[src/hw/scalar_config.svh]
/*
 * Scalar core configuration
 * Data width, register count, instruction memory depth and the
 * Wishbone word address map of the host port
 */
`ifndef SCALAR_CONFIG_SVH
`define SCALAR_CONFIG_SVH

// Datapath
`define SCALAR_DATA_WIDTH       32
`define SCALAR_REG_COUNT        16
`define SCALAR_IMEM_DEPTH       64

// Host bus, word addresses
`define SCALAR_WB_ADDR_WIDTH    10
`define SCALAR_WB_BASE_IMEM     10'h000
`define SCALAR_WB_BASE_CTRL     10'h100
`define SCALAR_WB_BASE_REGS     10'h200

`endif

[src/hw/scalar_isa_pkg.sv]
/*
 * Scalar ISA package
 * Register values, register numbers, instruction addresses,
 * opcodes and the 32-bit instruction word layout
 */
`include "scalar_config.svh"

package scalar_isa_pkg;

	typedef logic [`SCALAR_DATA_WIDTH-1:0]          data_t;
	typedef logic [$clog2(`SCALAR_REG_COUNT)-1:0]   reg_idx_t;
	typedef logic [$clog2(`SCALAR_IMEM_DEPTH)-1:0]  pc_t;
	typedef logic [15:0]                            imm_t;

	typedef enum logic [3:0] {
		NOP  = 4'h0,
		ADD  = 4'h1,
		SUB  = 4'h2,
		AND  = 4'h3,
		OR   = 4'h4,
		XOR  = 4'h5,
		ADDI = 4'h6,
		SLT  = 4'h7,
		BNE  = 4'h8,
		JMP  = 4'h9,
		HALT = 4'hA
	} opcode_e;

	// Opcode in the top nibble, immediate in the low half
	typedef struct packed {
		opcode_e  opcode;
		reg_idx_t dst;
		reg_idx_t src1;
		reg_idx_t src2;
		imm_t     imm;
	} instr_t;

	// Ops that produce a register result
	function automatic logic op_writes(opcode_e op);
		case (op)
			ADD, SUB, AND, OR, XOR, ADDI, SLT: return 1'b1;
			default:                           return 1'b0;
		endcase
	endfunction

endpackage

[src/hw/scalar_uarch_pkg.sv]
/*
 * Scalar micro-architecture package
 * Host bus request and response, run control states and the
 * records passed between the pipeline stages
 */
`include "scalar_config.svh"

package scalar_uarch_pkg;

	import scalar_isa_pkg::*;

	typedef logic [`SCALAR_WB_ADDR_WIDTH-1:0] wb_addr_t;

	typedef struct packed {
		logic     cyc;
		logic     stb;
		logic     we;
		wb_addr_t adr;
		data_t    dat_w;
	} wb_req_t;

	typedef struct packed {
		logic  ack;
		data_t dat_r;
	} wb_rsp_t;

	typedef enum logic [1:0] {
		IDLE,
		RUNNING,
		DONE
	} run_state_e;

	////////////////////////////////
	// Pipeline records

	typedef struct packed {
		logic   valid;
		pc_t    pc;
		instr_t instr;
	} fetch_t;

	// Source bank bits pick even or odd bank data in execute
	typedef struct packed {
		logic     valid;
		opcode_e  op;
		reg_idx_t dst;
		logic     src1_bank;
		logic     src2_bank;
		imm_t     imm;
		pc_t      pc;
	} issue_t;

	typedef struct packed {
		logic     valid;
		reg_idx_t idx;
		data_t    data;
	} rf_write_t;

	typedef struct packed {
		logic valid;
		logic halt;
		pc_t  target;
	} redirect_t;

	typedef struct packed {
		reg_idx_t reg_idx;
		pc_t      mem_addr;
	} host_rd_t;

endpackage

[src/hw/wb_host_port.sv]
/*
 * Wishbone host port
 * Classic slave with a single-cycle ack, address decode into
 * instruction memory, control word and register file, and the
 * run/done control state machine
 */
`timescale 1ns/100ps
`include "scalar_config.svh"

module wb_host_port (
	input  logic                        clock,
	input  logic                        reset,
	input  scalar_uarch_pkg::wb_req_t   wb_req,
	output scalar_uarch_pkg::wb_rsp_t   wb_rsp,
	input  logic                        halt_seen,
	input  scalar_isa_pkg::data_t       imem_rdata,
	input  scalar_isa_pkg::data_t       reg_rdata_even,
	input  scalar_isa_pkg::data_t       reg_rdata_odd,
	output logic                        imem_we,
	output scalar_isa_pkg::pc_t         imem_waddr,
	output scalar_isa_pkg::data_t       imem_wdata,
	output scalar_uarch_pkg::host_rd_t  host_rd,
	output logic                        start,
	output logic                        running,
	output logic                        halted
);
	import scalar_isa_pkg::*;
	import scalar_uarch_pkg::*;

	localparam int       ADDR_W    = $bits(wb_addr_t);
	localparam int       PC_W      = $bits(pc_t);
	localparam int       REG_W     = $bits(reg_idx_t);
	localparam wb_addr_t BASE_IMEM = `SCALAR_WB_BASE_IMEM;
	localparam wb_addr_t BASE_CTRL = `SCALAR_WB_BASE_CTRL;
	localparam wb_addr_t BASE_REGS = `SCALAR_WB_BASE_REGS;

	run_state_e state_q;
	run_state_e state_next;
	logic       fire;
	logic       is_imem;
	logic       is_ctrl;
	logic       is_regs;
	logic       start_wr;
	logic       ack_q;
	logic       rd_mem_q;
	logic       rd_reg_q;
	logic       rd_ctrl_q;
	logic       rd_odd_q;

	// New access seen, not yet acknowledged
	assign fire    = wb_req.cyc & wb_req.stb & ~ack_q;
	assign is_imem = wb_req.adr[ADDR_W-1:PC_W] == BASE_IMEM[ADDR_W-1:PC_W];
	assign is_regs = wb_req.adr[ADDR_W-1:REG_W] == BASE_REGS[ADDR_W-1:REG_W];
	assign is_ctrl = wb_req.adr == BASE_CTRL;

	assign running = state_q == RUNNING;
	assign halted  = state_q == DONE;

	// Memory writes only land while the core is stopped
	assign imem_we    = fire & wb_req.we & is_imem & ~running;
	assign imem_waddr = wb_req.adr[PC_W-1:0];
	assign imem_wdata = wb_req.dat_w;

	assign host_rd.reg_idx  = wb_req.adr[REG_W-1:0];
	assign host_rd.mem_addr = wb_req.adr[PC_W-1:0];

	////////////////////////////////
	// Run control

	assign start_wr = fire & wb_req.we & is_ctrl & wb_req.dat_w[0];
	assign start    = start_wr & ~running;

	always_comb begin
		state_next = state_q;
		case (state_q)
			IDLE, DONE: begin
				if (start_wr) begin
					state_next = RUNNING;
				end
			end
			RUNNING: begin
				if (halt_seen) begin
					state_next = DONE;
				end
			end
			default: state_next = IDLE;
		endcase
	end

	always_ff @(posedge clock) begin
		if (reset) begin
			state_q <= IDLE;
		end else begin
			state_q <= state_next;
		end
	end

	////////////////////////////////
	// Response

	always_ff @(posedge clock) begin
		if (reset) begin
			ack_q     <= 1'b0;
			rd_mem_q  <= 1'b0;
			rd_reg_q  <= 1'b0;
			rd_ctrl_q <= 1'b0;
		end else begin
			ack_q     <= fire;
			rd_mem_q  <= fire & ~wb_req.we & is_imem & ~running;
			rd_reg_q  <= fire & ~wb_req.we & is_regs & ~running;
			rd_ctrl_q <= fire & ~wb_req.we & is_ctrl;
		end
		rd_odd_q <= wb_req.adr[0];
	end

	// Memory and bank reads are registered, so data lines up with ack
	always_comb begin
		wb_rsp.ack   = ack_q;
		wb_rsp.dat_r = '0;
		if (rd_mem_q) begin
			wb_rsp.dat_r = imem_rdata;
		end else if (rd_reg_q) begin
			wb_rsp.dat_r = rd_odd_q ? reg_rdata_odd : reg_rdata_even;
		end else if (rd_ctrl_q) begin
			wb_rsp.dat_r = data_t'({halted, running});
		end
	end

endmodule

[src/hw/instr_mem.sv]
/*
 * Instruction memory
 * Single-clock word memory with a host write/read port and a
 * fetch read port, both reads registered
 */
`timescale 1ns/100ps
`include "scalar_config.svh"

module instr_mem (
	input  logic                   clock,
	input  logic                   we,
	input  scalar_isa_pkg::pc_t    waddr,
	input  scalar_isa_pkg::data_t  wdata,
	input  scalar_isa_pkg::pc_t    host_addr,
	output scalar_isa_pkg::data_t  host_rdata,
	input  scalar_isa_pkg::pc_t    fetch_addr,
	output scalar_isa_pkg::instr_t fetch_instr
);
	import scalar_isa_pkg::*;

	data_t mem [`SCALAR_IMEM_DEPTH];

	always_ff @(posedge clock) begin
		if (we) begin
			mem[waddr] <= wdata;
		end
		host_rdata  <= mem[host_addr];
		fetch_instr <= instr_t'(mem[fetch_addr]);
	end

endmodule

[src/hw/fetch_unit.sv]
/*
 * Fetch stage
 * Program counter with start, redirect and stall handling. The
 * memory is addressed with the next PC, so its output register
 * always holds the word at the current PC
 */
`timescale 1ns/100ps

module fetch_unit (
	input  logic                          clock,
	input  logic                          reset,
	input  logic                          start,
	input  logic                          running,
	input  logic                          stall,
	input  scalar_uarch_pkg::redirect_t   redirect,
	output scalar_isa_pkg::pc_t           imem_addr,
	input  scalar_isa_pkg::instr_t        imem_instr,
	output scalar_uarch_pkg::fetch_t      fetched
);
	import scalar_isa_pkg::*;

	pc_t  pc_q;
	pc_t  pc_next;
	logic valid_q;

	// Redirect wins over a stall, start wins over both
	always_comb begin
		pc_next = pc_q;
		if (start) begin
			pc_next = '0;
		end else if (redirect.valid) begin
			pc_next = redirect.target;
		end else if (running && valid_q && !stall) begin
			pc_next = pc_q + 1'b1;
		end
	end

	assign imem_addr = pc_next;

	always_ff @(posedge clock) begin
		if (reset) begin
			pc_q    <= '0;
			valid_q <= 1'b0;
		end else begin
			pc_q <= pc_next;
			if (start) begin
				valid_q <= 1'b1;
			end else if (redirect.valid) begin
				// Target word is valid next cycle unless halting
				valid_q <= ~redirect.halt;
			end else begin
				valid_q <= valid_q & running;
			end
		end
	end

	assign fetched.valid = valid_q;
	assign fetched.pc    = pc_q;
	assign fetched.instr = imem_instr;

endmodule

[src/hw/issue_hazard.sv]
/*
 * Issue stage
 * Decodes the fetched word, checks RAW and WAW hazards against a
 * pending-write scoreboard and issues into execute. A hazard
 * stalls fetch so the word is held there
 */
`timescale 1ns/100ps
`include "scalar_config.svh"

module issue_hazard (
	input  logic                          clock,
	input  logic                          reset,
	input  scalar_uarch_pkg::fetch_t      fetched,
	input  scalar_uarch_pkg::redirect_t   redirect,
	input  scalar_uarch_pkg::rf_write_t   rf_write,
	output logic                          stall,
	output scalar_uarch_pkg::issue_t      issued,
	output scalar_isa_pkg::reg_idx_t      rd_idx1,
	output scalar_isa_pkg::reg_idx_t      rd_idx2
);
	import scalar_isa_pkg::*;

	instr_t                        instr;
	logic                          use_src1;
	logic                          use_src2;
	logic                          writes;
	logic                          hazard;
	logic                          do_issue;
	logic [`SCALAR_REG_COUNT-1:0]  pending;

	assign instr = fetched.instr;

	always_comb begin
		use_src1 = 1'b0;
		use_src2 = 1'b0;
		case (instr.opcode)
			ADD, SUB, AND, OR, XOR, SLT, BNE: begin
				use_src1 = 1'b1;
				use_src2 = 1'b1;
			end
			ADDI: use_src1 = 1'b1;
			default: ;
		endcase
	end

	assign writes = op_writes(instr.opcode);

	////////////////////////////////
	// Hazard check

	// RAW on either source, WAW on the destination
	assign hazard = (use_src1 & pending[instr.src1])
		| (use_src2 & pending[instr.src2])
		| (writes & pending[instr.dst]);

	assign stall = fetched.valid & hazard;

	// Wrong-path word is dropped while execute redirects
	assign do_issue = fetched.valid & ~hazard & ~redirect.valid;

	// Banks register these, data meets the issued op in execute
	assign rd_idx1 = instr.src1;
	assign rd_idx2 = instr.src2;

	always_ff @(posedge clock) begin
		if (reset) begin
			pending <= '0;
		end else begin
			if (rf_write.valid) begin
				pending[rf_write.idx] <= 1'b0;
			end
			if (do_issue && writes) begin
				pending[instr.dst] <= 1'b1;
			end
		end
	end

	////////////////////////////////
	// Issue register

	always_ff @(posedge clock) begin
		if (reset) begin
			issued.valid <= 1'b0;
		end else begin
			issued.valid <= do_issue;
		end
		issued.op        <= instr.opcode;
		issued.dst       <= instr.dst;
		issued.src1_bank <= instr.src1[0];
		issued.src2_bank <= instr.src2[0];
		issued.imm       <= instr.imm;
		issued.pc        <= fetched.pc;
	end

endmodule

[src/hw/reg_bank.sv]
/*
 * Register bank
 * Half of the register file, selected by the low index bit.
 * Two issue read ports, one host read port and one write port,
 * all reads registered
 */
`timescale 1ns/100ps
`include "scalar_config.svh"

module reg_bank #(
	parameter bit BANK_PARITY = 1'b0
) (
	input  logic                          clock,
	input  logic                          reset,
	input  scalar_uarch_pkg::rf_write_t   rf_write,
	input  scalar_isa_pkg::reg_idx_t      rd_idx1,
	input  scalar_isa_pkg::reg_idx_t      rd_idx2,
	input  scalar_isa_pkg::reg_idx_t      host_idx,
	output scalar_isa_pkg::data_t         rd_data1,
	output scalar_isa_pkg::data_t         rd_data2,
	output scalar_isa_pkg::data_t         host_data
);
	import scalar_isa_pkg::*;

	localparam int REG_W = $bits(reg_idx_t);
	localparam int DEPTH = `SCALAR_REG_COUNT / 2;

	data_t regs [DEPTH];
	logic  bank_we;

	// Upper index bits address the slot within this bank
	assign bank_we = rf_write.valid & (rf_write.idx[0] == BANK_PARITY);

	always_ff @(posedge clock) begin
		if (reset) begin
			for (int i = 0; i < DEPTH; i++) begin
				regs[i] <= '0;
			end
		end else if (bank_we) begin
			regs[rf_write.idx[REG_W-1:1]] <= rf_write.data;
		end
	end

	always_ff @(posedge clock) begin
		rd_data1  <= regs[rd_idx1[REG_W-1:1]];
		rd_data2  <= regs[rd_idx2[REG_W-1:1]];
		host_data <= regs[host_idx[REG_W-1:1]];
	end

endmodule

[src/hw/exec_unit.sv]
/*
 * Execute stage
 * Picks operands from the even or odd bank, runs the ALU,
 * resolves BNE, JMP and HALT into a redirect and registers
 * the write-back
 */
`timescale 1ns/100ps

module exec_unit (
	input  logic                          clock,
	input  logic                          reset,
	input  scalar_uarch_pkg::issue_t      issued,
	input  scalar_isa_pkg::data_t         even_data1,
	input  scalar_isa_pkg::data_t         even_data2,
	input  scalar_isa_pkg::data_t         odd_data1,
	input  scalar_isa_pkg::data_t         odd_data2,
	output scalar_uarch_pkg::redirect_t   redirect,
	output scalar_uarch_pkg::rf_write_t   rf_write
);
	import scalar_isa_pkg::*;

	data_t src_a;
	data_t src_b;
	data_t imm_ext;
	data_t result;
	logic  taken;
	logic  is_halt;

	assign src_a   = issued.src1_bank ? odd_data1 : even_data1;
	assign src_b   = issued.src2_bank ? odd_data2 : even_data2;
	assign imm_ext = data_t'(signed'(issued.imm));

	always_comb begin
		case (issued.op)
			ADD:     result = src_a + src_b;
			SUB:     result = src_a - src_b;
			AND:     result = src_a & src_b;
			OR:      result = src_a | src_b;
			XOR:     result = src_a ^ src_b;
			ADDI:    result = src_a + imm_ext;
			SLT:     result = data_t'($signed(src_a) < $signed(src_b));
			default: result = '0;
		endcase
	end

	////////////////////////////////
	// Control flow

	assign taken   = (issued.op == JMP) | ((issued.op == BNE) & (src_a != src_b));
	assign is_halt = issued.valid & (issued.op == HALT);

	// Halt parks fetch on its own address
	always_comb begin
		redirect.valid  = issued.valid & (taken | is_halt);
		redirect.halt   = is_halt;
		redirect.target = is_halt ? issued.pc : pc_t'(issued.imm);
	end

	// Bank write lands in the following cycle
	always_ff @(posedge clock) begin
		if (reset) begin
			rf_write.valid <= 1'b0;
		end else begin
			rf_write.valid <= issued.valid & op_writes(issued.op);
		end
		rf_write.idx  <= issued.dst;
		rf_write.data <= result;
	end

endmodule

[src/hw/scalar_core_top.sv]
/*
 * Scalar core top level
 * Host port, instruction memory, fetch, issue and execute
 * stages and the even and odd register banks
 */
`timescale 1ns/100ps

module scalar_core_top (
	input  logic                        clock,
	input  logic                        reset,
	input  scalar_uarch_pkg::wb_req_t   wb_req,
	output scalar_uarch_pkg::wb_rsp_t   wb_rsp,
	output logic                        halted
);
	import scalar_isa_pkg::*;
	import scalar_uarch_pkg::*;

	logic      imem_we;
	pc_t       imem_waddr;
	data_t     imem_wdata;
	data_t     imem_host_rdata;
	host_rd_t  host_rd;
	logic      start;
	logic      running;
	pc_t       imem_addr;
	instr_t    imem_instr;
	fetch_t    fetched;
	logic      stall;
	redirect_t redirect;
	issue_t    issued;
	reg_idx_t  rd_idx1;
	reg_idx_t  rd_idx2;
	rf_write_t rf_write;
	data_t     even_data1;
	data_t     even_data2;
	data_t     odd_data1;
	data_t     odd_data2;
	data_t     even_host;
	data_t     odd_host;

	////////////////////////////////
	// Host side

	wb_host_port host_i (
		.clock          (clock),
		.reset          (reset),
		.wb_req         (wb_req),
		.wb_rsp         (wb_rsp),
		.halt_seen      (redirect.halt),
		.imem_rdata     (imem_host_rdata),
		.reg_rdata_even (even_host),
		.reg_rdata_odd  (odd_host),
		.imem_we        (imem_we),
		.imem_waddr     (imem_waddr),
		.imem_wdata     (imem_wdata),
		.host_rd        (host_rd),
		.start          (start),
		.running        (running),
		.halted         (halted)
	);

	instr_mem imem_i (
		.clock       (clock),
		.we          (imem_we),
		.waddr       (imem_waddr),
		.wdata       (imem_wdata),
		.host_addr   (host_rd.mem_addr),
		.host_rdata  (imem_host_rdata),
		.fetch_addr  (imem_addr),
		.fetch_instr (imem_instr)
	);

	////////////////////////////////
	// Pipeline

	fetch_unit fetch_i (
		.clock      (clock),
		.reset      (reset),
		.start      (start),
		.running    (running),
		.stall      (stall),
		.redirect   (redirect),
		.imem_addr  (imem_addr),
		.imem_instr (imem_instr),
		.fetched    (fetched)
	);

	issue_hazard issue_i (
		.clock    (clock),
		.reset    (reset),
		.fetched  (fetched),
		.redirect (redirect),
		.rf_write (rf_write),
		.stall    (stall),
		.issued   (issued),
		.rd_idx1  (rd_idx1),
		.rd_idx2  (rd_idx2)
	);

	exec_unit exec_i (
		.clock      (clock),
		.reset      (reset),
		.issued     (issued),
		.even_data1 (even_data1),
		.even_data2 (even_data2),
		.odd_data1  (odd_data1),
		.odd_data2  (odd_data2),
		.redirect   (redirect),
		.rf_write   (rf_write)
	);

	// Even registers in one bank, odd in the other
	reg_bank #(.BANK_PARITY(1'b0)) bank_even_i (
		.clock     (clock),
		.reset     (reset),
		.rf_write  (rf_write),
		.rd_idx1   (rd_idx1),
		.rd_idx2   (rd_idx2),
		.host_idx  (host_rd.reg_idx),
		.rd_data1  (even_data1),
		.rd_data2  (even_data2),
		.host_data (even_host)
	);

	reg_bank #(.BANK_PARITY(1'b1)) bank_odd_i (
		.clock     (clock),
		.reset     (reset),
		.rf_write  (rf_write),
		.rd_idx1   (rd_idx1),
		.rd_idx2   (rd_idx2),
		.host_idx  (host_rd.reg_idx),
		.rd_data1  (odd_data1),
		.rd_data2  (odd_data2),
		.host_data (odd_host)
	);

endmodule

[config.mk]
export PLATFORM = sky130hd
export DESIGN_NAME = scalar_core_top
export DESIGN_NICKNAME = d
export VERILOG_FILES = /design/src/hw/scalar_isa_pkg.sv /design/src/hw/scalar_uarch_pkg.sv /design/src/hw/wb_host_port.sv /design/src/hw/instr_mem.sv /design/src/hw/fetch_unit.sv /design/src/hw/issue_hazard.sv /design/src/hw/reg_bank.sv /design/src/hw/exec_unit.sv /design/src/hw/scalar_core_top.sv
export VERILOG_INCLUDE_DIRS = /design/src /design/src/hw
export SDC_FILE = /design/constraint.sdc
export NUM_CORES = 2
export LEC_CHECK = 0
export BUFFER_PORTS_ARGS = -buffer_cell sky130_fd_sc_hd__buf_2
export CORE_ASPECT_RATIO = 0.75
export CORE_UTILIZATION = 65
export DETAILED_ROUTE_END_ITERATION = 8
export GPL_TIMING_DRIVEN = 1
export PLACE_DENSITY = 0.81
export RECOVER_POWER = 25
export SYNTH_ARGS = -nofsm -noshare
export SYNTH_HDL_FRONTEND = slang
export SYNTH_HIERARCHICAL = 1
export SYNTH_SLANG_ARGS = --single-unit
[constraint.sdc]
create_clock -name clock -period 12.55 [get_ports clock]
set_input_delay 1.8825 -clock clock [delete_from_list [all_inputs] [get_ports clock]]
set_output_delay 1.8825 -clock clock [all_outputs]
set_load 0.01 [all_outputs]
* Yosys cells after proc, flatten, opt, wreduce, memory -nomap -nowiden
Memories as Yosys holds them, arrays and structs flattened. A register that Yosys moved wholly into a read port is not among the register bits.
Cells that the tools add are included.
** Word-level totals
- Register bits after elaboration :: 100
- RAM bits :: 2560
- Output and inout port bits :: 34
- Logic and storage cells :: 168
- Memories :: 3
** Memory list
- imem_i.mem :: words 64, bits a word 32, rd ports 2, clocked after memory_dff 2, wr ports 1, line instr_mem.sv:21 : data_t mem [`SCALAR_IMEM_DEPTH];
- bank_even_i.regs :: words 8, bits a word 32, rd ports 3, clocked after memory_dff 3, wr ports 8, line reg_bank.sv:28 : data_t regs [DEPTH];
- bank_odd_i.regs :: words 8, bits a word 32, rd ports 3, clocked after memory_dff 3, wr ports 8, line reg_bank.sv:28
** Cells by class
- Add/subtract/negate cells :: 4
- Order comparisons :: 7
- Eq/ne operators :: 25
- Multiplexer cells :: 50
- Bitwise gates (word level) :: 44
- Reductions and logical operators :: 16
** Operator list (number)
- 2-to-1 mux 32 bit :: 7
- one-hot mux 32 bit (7 select lines) :: 1
- adder 32 bit :: 2
- OR reduction 32 bit :: 2
- 2-to-1 mux 16 bit :: 3
- bitwise AND 32 bit :: 1
- == test 4 x 3 -> 1 bit (second input constant) :: 8
- < comparator 32 bit :: 1
- inequality test 32 bit :: 1
- bitwise OR 32 bit :: 1
- subtractor 32 bit :: 1
- bitwise XOR 32 bit :: 1
- bitwise AND 1 bit :: 27
- 2-to-1 mux 1 bit :: 24
- 2-to-1 mux 6 bit :: 4
- OR reduction 7 bit :: 3
- < comparator 4 x 5 -> 1 bit (second input constant) :: 4
- bitwise AND 16 bit :: 1
- == test 4 x 2 -> 1 bit (second input constant) :: 4
- == test 4 bit (second input constant) :: 4
- NOT 16 bit :: 1
- bitwise OR 16 bit :: 1
- binary-select mux 1 bit (select 4 bit) :: 3
- == test 10 x 9 -> 1 bit (second input constant) :: 1
- 20 further kinds :: 40

* Logic depth before layout (Yosys ltp)
- Word-level depth :: 12
- Depth in mapped cells :: 24
- Depth with buffers taken out :: 16

* Hierarchy
The synthesis kept the hierarchy.
** By module, submodules not included
- instr_mem :: times used 1, cells each 4412, area each 95660.5 µm²
- reg_bank at bank_odd_i :: times used 1, cells each 1053, area each 17615.6 µm²
- reg_bank at bank_even_i :: times used 1, cells each 1054, area each 17450.5 µm²
- exec_unit :: times used 1, cells each 971, area each 7211.9 µm²
- issue_hazard :: times used 1, cells each 193, area each 2038.2 µm²
- wb_host_port :: times used 1, cells each 191, area each 1416.4 µm²
- fetch_unit :: times used 1, cells each 88, area each 706.9 µm²

* Worst setup path after synthesis
OpenSTA, ideal clock, no wires.
- Path type :: input port to flip-flop
- From :: input wb_req[39] (netlist name)
- To :: memory imem_i/mem[48][0] (netlist name), enable pin
- Arrival :: 5399 ps
- Path slack :: 6690 ps
- Stages :: 4
- Path through :: or3_1 -> nor4_1 -> nand4b_1 -> nor3_1
** On the way
- Longest elaborated chain between the ends :: 5
** RTL lines
- start: declaration :: line scalar_core_top.sv:11 : input scalar_uarch_pkg::wb_req_t wb_req,
- logical NOT 4 bit :: line wb_host_port.sv:52 : assign is_imem = wb_req.adr[ADDR_W-1:PC_W] == BASE_IMEM[ADDR_W-1:PC_W];
- bitwise AND 1 bit (2 in series) :: line wb_host_port.sv:60 : assign imem_we = fire & wb_req.we & is_imem & ~running;
- net imem_we :: line scalar_core_top.sv:18 : logic imem_we;
- 2-to-1 mux 1 bit :: line instr_mem.sv:24 : if (we) begin
- 2-to-1 mux 1 bit (not written as such) :: line instr_mem.sv:25 : mem[waddr] <= wdata;
- end: declaration :: line instr_mem.sv:21
The timed path passes the listed nets, and every way through them passes these cells.

* Final worst setup path
- From :: register imem_i/fetch_instr[17] (netlist name)
- To :: register imem_i/fetch_instr[19] (netlist name)
** On the way
- Longest elaborated chain between the ends :: 11
** RTL lines
- binary-select mux 1 bit (select 4 bit) :: line issue_hazard.sv:53 : | (use_src2 & pending[instr.src2])
- 2-to-1 mux 1 bit (not written as such) :: line issue_hazard.sv:53
- bitwise AND 1 bit :: line issue_hazard.sv:53
- bitwise OR 1 bit :: line issue_hazard.sv:53
- bitwise OR 1 bit :: line issue_hazard.sv:54 : | (writes & pending[instr.dst]);
- bitwise AND 1 bit :: line issue_hazard.sv:56 : assign stall = fetched.valid & hazard;
- net stall :: line scalar_core_top.sv:28 : logic stall;
- logical NOT 1 bit :: line fetch_unit.sv:33 : end else if (running && valid_q && !stall) begin
- logical AND 1 bit :: line fetch_unit.sv:33
- 2-to-1 mux 6 bit :: line fetch_unit.sv:33
- 2-to-1 mux 6 bit :: line fetch_unit.sv:31 : end else if (redirect.valid) begin
- 2-to-1 mux 6 bit :: line fetch_unit.sv:29 : if (start) begin
- net imem_addr[0] :: line scalar_core_top.sv:25 : pc_t imem_addr;
The timed path passes the listed nets, and every way through them passes these cells. The select of a mux whose other input is x is not followed.
A chain may end at the register's enable or synchronous reset.

==> results.txt <==
----------------------------------------------------
[Outcome]
  Status ... complete, but fails checks
  Violated checks ... capacitance limit, slew limit

[STA]
  Max-slew headroom at the worst pin ... -187%
  Final Worst Setup Slack ... 3.30 ns
  Final period utilization ... 73.7%
  Final Max Tran Viols ... 1,834
  Total of endpoints with negative setup slack in the final report ... 0
  Setup skew after layout ... about 0.046 ns
  Minimum clock period after layout ... 9.25 ns
  Unrepaired setup endpoints after global routing ... false
  Fin Setup TNS ... 0 ns
  Upper clock frequency limit ... ~0.11 GHz
  Number of endpoints with negative hold slack in the final report ... 0
  Worst slew pin tran ... 4.30 ns

[Place]
  Post-detail-place hpwl ... around 270,000 um
  Dpl ws ... 4.63 ns
  Port Buffer Count ... 80
  GPL Wtd Cong ... roughly 1.0

[Logic synthesis]
  Cell area after technology mapping ... 142,000 um2
  Per-instance average area after synthesis ... around 18 um2
  Gate Count Post-Synth ... between 7,000 and 8,000
  Yosys warns ... 6
  Mapped Nets ... 8,136

[Floorplan]
  Placement row count ... between 100 and 150
  Starting density of the core ... between 60% and 70%
  Total I/O pin count ... 81
  Area of the die ... approximately 220,000 um2
  Core footprint ... about 220,000 um2
  Die Y-Extent ... just over 400 um
  Floorplan die width ... 542 um

[Clock network]
  Cts bufs inserted ... approximately 280
  Clock Pin Slew Worst Setup and Hold Paths ... 0.07 ns
  Number of setup buffers added after CTS ... 0
  Number of H-tree branching levels ... 5
  Maximum clock path buffer count ... 4
  Skew-Pair Late Insertion Delay ... about 0.88 ns
  Root buffer cell ... sky130_fd_sc_hd__clkbuf_16
  Post-CTS Resized ... 0
  Clock net sink count ... between 2,000 and 3,000
  Hold_buf cts ... 0
  CTS tree ... built

[Setup path]
  Type of the worst setup path ... reg2reg
  Crit path max fanout ... 93
  Worst setup SP type ... register
  Critical-path top delay cell ... sky130_fd_sc_hd__clkbuf_1
  Worst path buffer plus inverter count ... 3
  Critical-path cell list ... clkbuf_1 -> nor2_1 -> a22o_1 -> o22ai_1 -> o2111ai_4 -> and2_1 -> nand3b_1 -> xor2_1 -> a211oi_4 -> buf_12 -> buf_4 -> mux4_2 -> mux4_2 -> o22ai_1 -> a21oi_1
  Arrival time reported for the critical path endpoint ... roughly 9.9 ns
  Required time at the worst-slack endpoint ... 13.23 ns
  Category of the worst setup path capture point ... register
  Slack of the worst reg-to-reg path ... 3.30 ns
  Gate family responsible for the most delay along the worst path ... buffers and inverters
  Slowest cell delay on critical path ... 2.96 ns

[Global route]
  Largest net degree at the start of global routing ... 142
  Global-route wire length before repair ... 645,000 um
  GRT Resource Usage Total ... 42.1%
  GRT overflow ... 0
  Antenna violations before repair ... between 50 and 60
  Vias in the first global route ... a little under 90,000

[Pwr]
  Share of total power in the clock network ... just under 40%
  Peak supply drop ... between 0.15 and 0.2 mV
  Switching part of the total power ... approximately a quarter
  Switching power of the nets ... ~5.9 mW
  Internal power summed over all cells ... 16.7 mW
  Sequential fraction of design power ... approximately half
  Logic pwr share ... between 10% and 20%
  Static leakage power ... between 40 and 50 nW
  Power Dens Cells ... between 100 and 150 nW/um2

[Final layout]
  Share of final-layout standard cells stronger than drive strength 1 ... 31.3%
  Net count, final ... about 8,000
  Area Growth Syn to Fin ... 8.51%
  Fraction of the core area covered by cells at the end of the flow ... a little under three quarters

[Detailed routing]
  Starting DRT DRC Count ... 15,300
  Remaining antenna violation count ... 0
  DR DRC count ... 0
  Router iterations before antenna repair ... 8
  DR WL met2 ... just under 200,000 um
  Met3 wire length ... about 87,000 um
  Final routed wire length divided by cell count ... about 42 um
  Total number of vias ... 88,000
  Final WL ... around 460,000 um
  Uppermost routed layer ... met5
  Routed metal-1 wire length ... 152,000 um
  Number of vias per cell ... about 8

[Job]
  Max_cap viols ... 29

[Min path]
  Path type of the worst min-delay path ... reg2reg

----------------------------------------------------
## path summary, 6_finish.rpt
kind | cells after the start | endpoint | start
setup reg to reg | 15 | imem_i/fetch_instr[19] | imem_i/fetch_instr[17]
hold reg to reg | 0 | exec_i/rf_write[33] | issue_i/issued[25]
hold / removal | 0 | exec_i/rf_write[33] | issue_i/issued[25]
setup / recovery | 15 | imem_i/fetch_instr[19] | imem_i/fetch_instr[17]
## layer usage
layer  track usage [%]  vias up
met2              57.5     8588
li1                  -    33000
met1              56.0    44600
met5              3.02        -
met4              22.1       50
met3              20.1     1671
## cell usage in the layout, fill, tap and decap left out, types with 81 or more instances in the layout
cell type,n
sky130_fd_sc_hd__dfxtp_1,347
sky130_fd_sc_hd__nor2_1,124
sky130_fd_sc_hd__a21oi_1,167
sky130_fd_sc_hd__inv_1,109
sky130_fd_sc_hd__mux2_2,235
sky130_fd_sc_hd__edfxtp_1,2560
sky130_fd_sc_hd__mux4_2,1384
sky130_fd_sc_hd__o21ai_0,106
sky130_fd_sc_hd__clkinv_1,97
sky130_fd_sc_hd__nor3_2,81
sky130_fd_sc_hd__mux4_1,129
sky130_fd_sc_hd__clkbuf_1,96
sky130_fd_sc_hd__mux2i_1,315
sky130_fd_sc_hd__nor3_1,472
sky130_fd_sc_hd__nand2_1,188
sky130_fd_sc_hd__ha_1,128
sky130_fd_sc_hd__clkbuf_16,294
sky130_fd_sc_hd__a22oi_1,96
sky130_fd_sc_hd__buf_4,179
## sequential cells by signal, indices dropped and copies added (netlist names), 32 cells and up
name and count:
bank_even_i/host_data 32, bank_even_i/rd_data1 32, bank_even_i/rd_data2 32, bank_even_i/regs 256, bank_odd_i/host_data 32, bank_odd_i/rd_data1 32, bank_odd_i/rd_data2 32, bank_odd_i/regs 256
exec_i/rf_write 37, imem_i/fetch_instr 32, imem_i/host_rdata 32, imem_i/mem 2048, issue_i/issued 33
## power groups by stage
stage / clock, mW / combinational [mW] / sequential [mW]
floorplan: 0 / 1.79 / 11.0
global placement: 0 / 2.50 / 11.3
detailed placement: 0 / 2.52 / 11.3
CTS: 8.69 / 2.55 / 11.1
global route: 9.04 / 2.76 / 11.1
finish: 8.71 / 2.67 / 11.2
## metrics by stage
| step | cells | power, mW | instance area, um2 | hold WS [ns] |
|---|---|---|---|---|
| 4_1_cts | 10900 | 22.3 | 154000 | 0.309 |
| 3_5_place_dp | 10400 | 13.8 | 145000 | 0.312 |
| 2_1_floorplan | 7959 | 12.8 | 142000 | 0.310 |
| 3_3_place_gp | 10400 | 13.8 | 145000 | 0.311 |
| 6_report | 11000 | 22.6 | 154000 | 0.302 |
| 5_1_grt | 11000 | 22.9 | 154000 | 0.313 |
## cell type report
cell class	instances	area (um2)
timing repair buffer	275	2050
antenna	70	175
sequential	2916	84000
tap	2925	3660
inverter	175	657
clock inverter	123	1360
clock buffer	380	7860
fill	12700	62900
multi-input combinational	4138	54400
No activity file was read; power rests on OpenSTA's default activity.
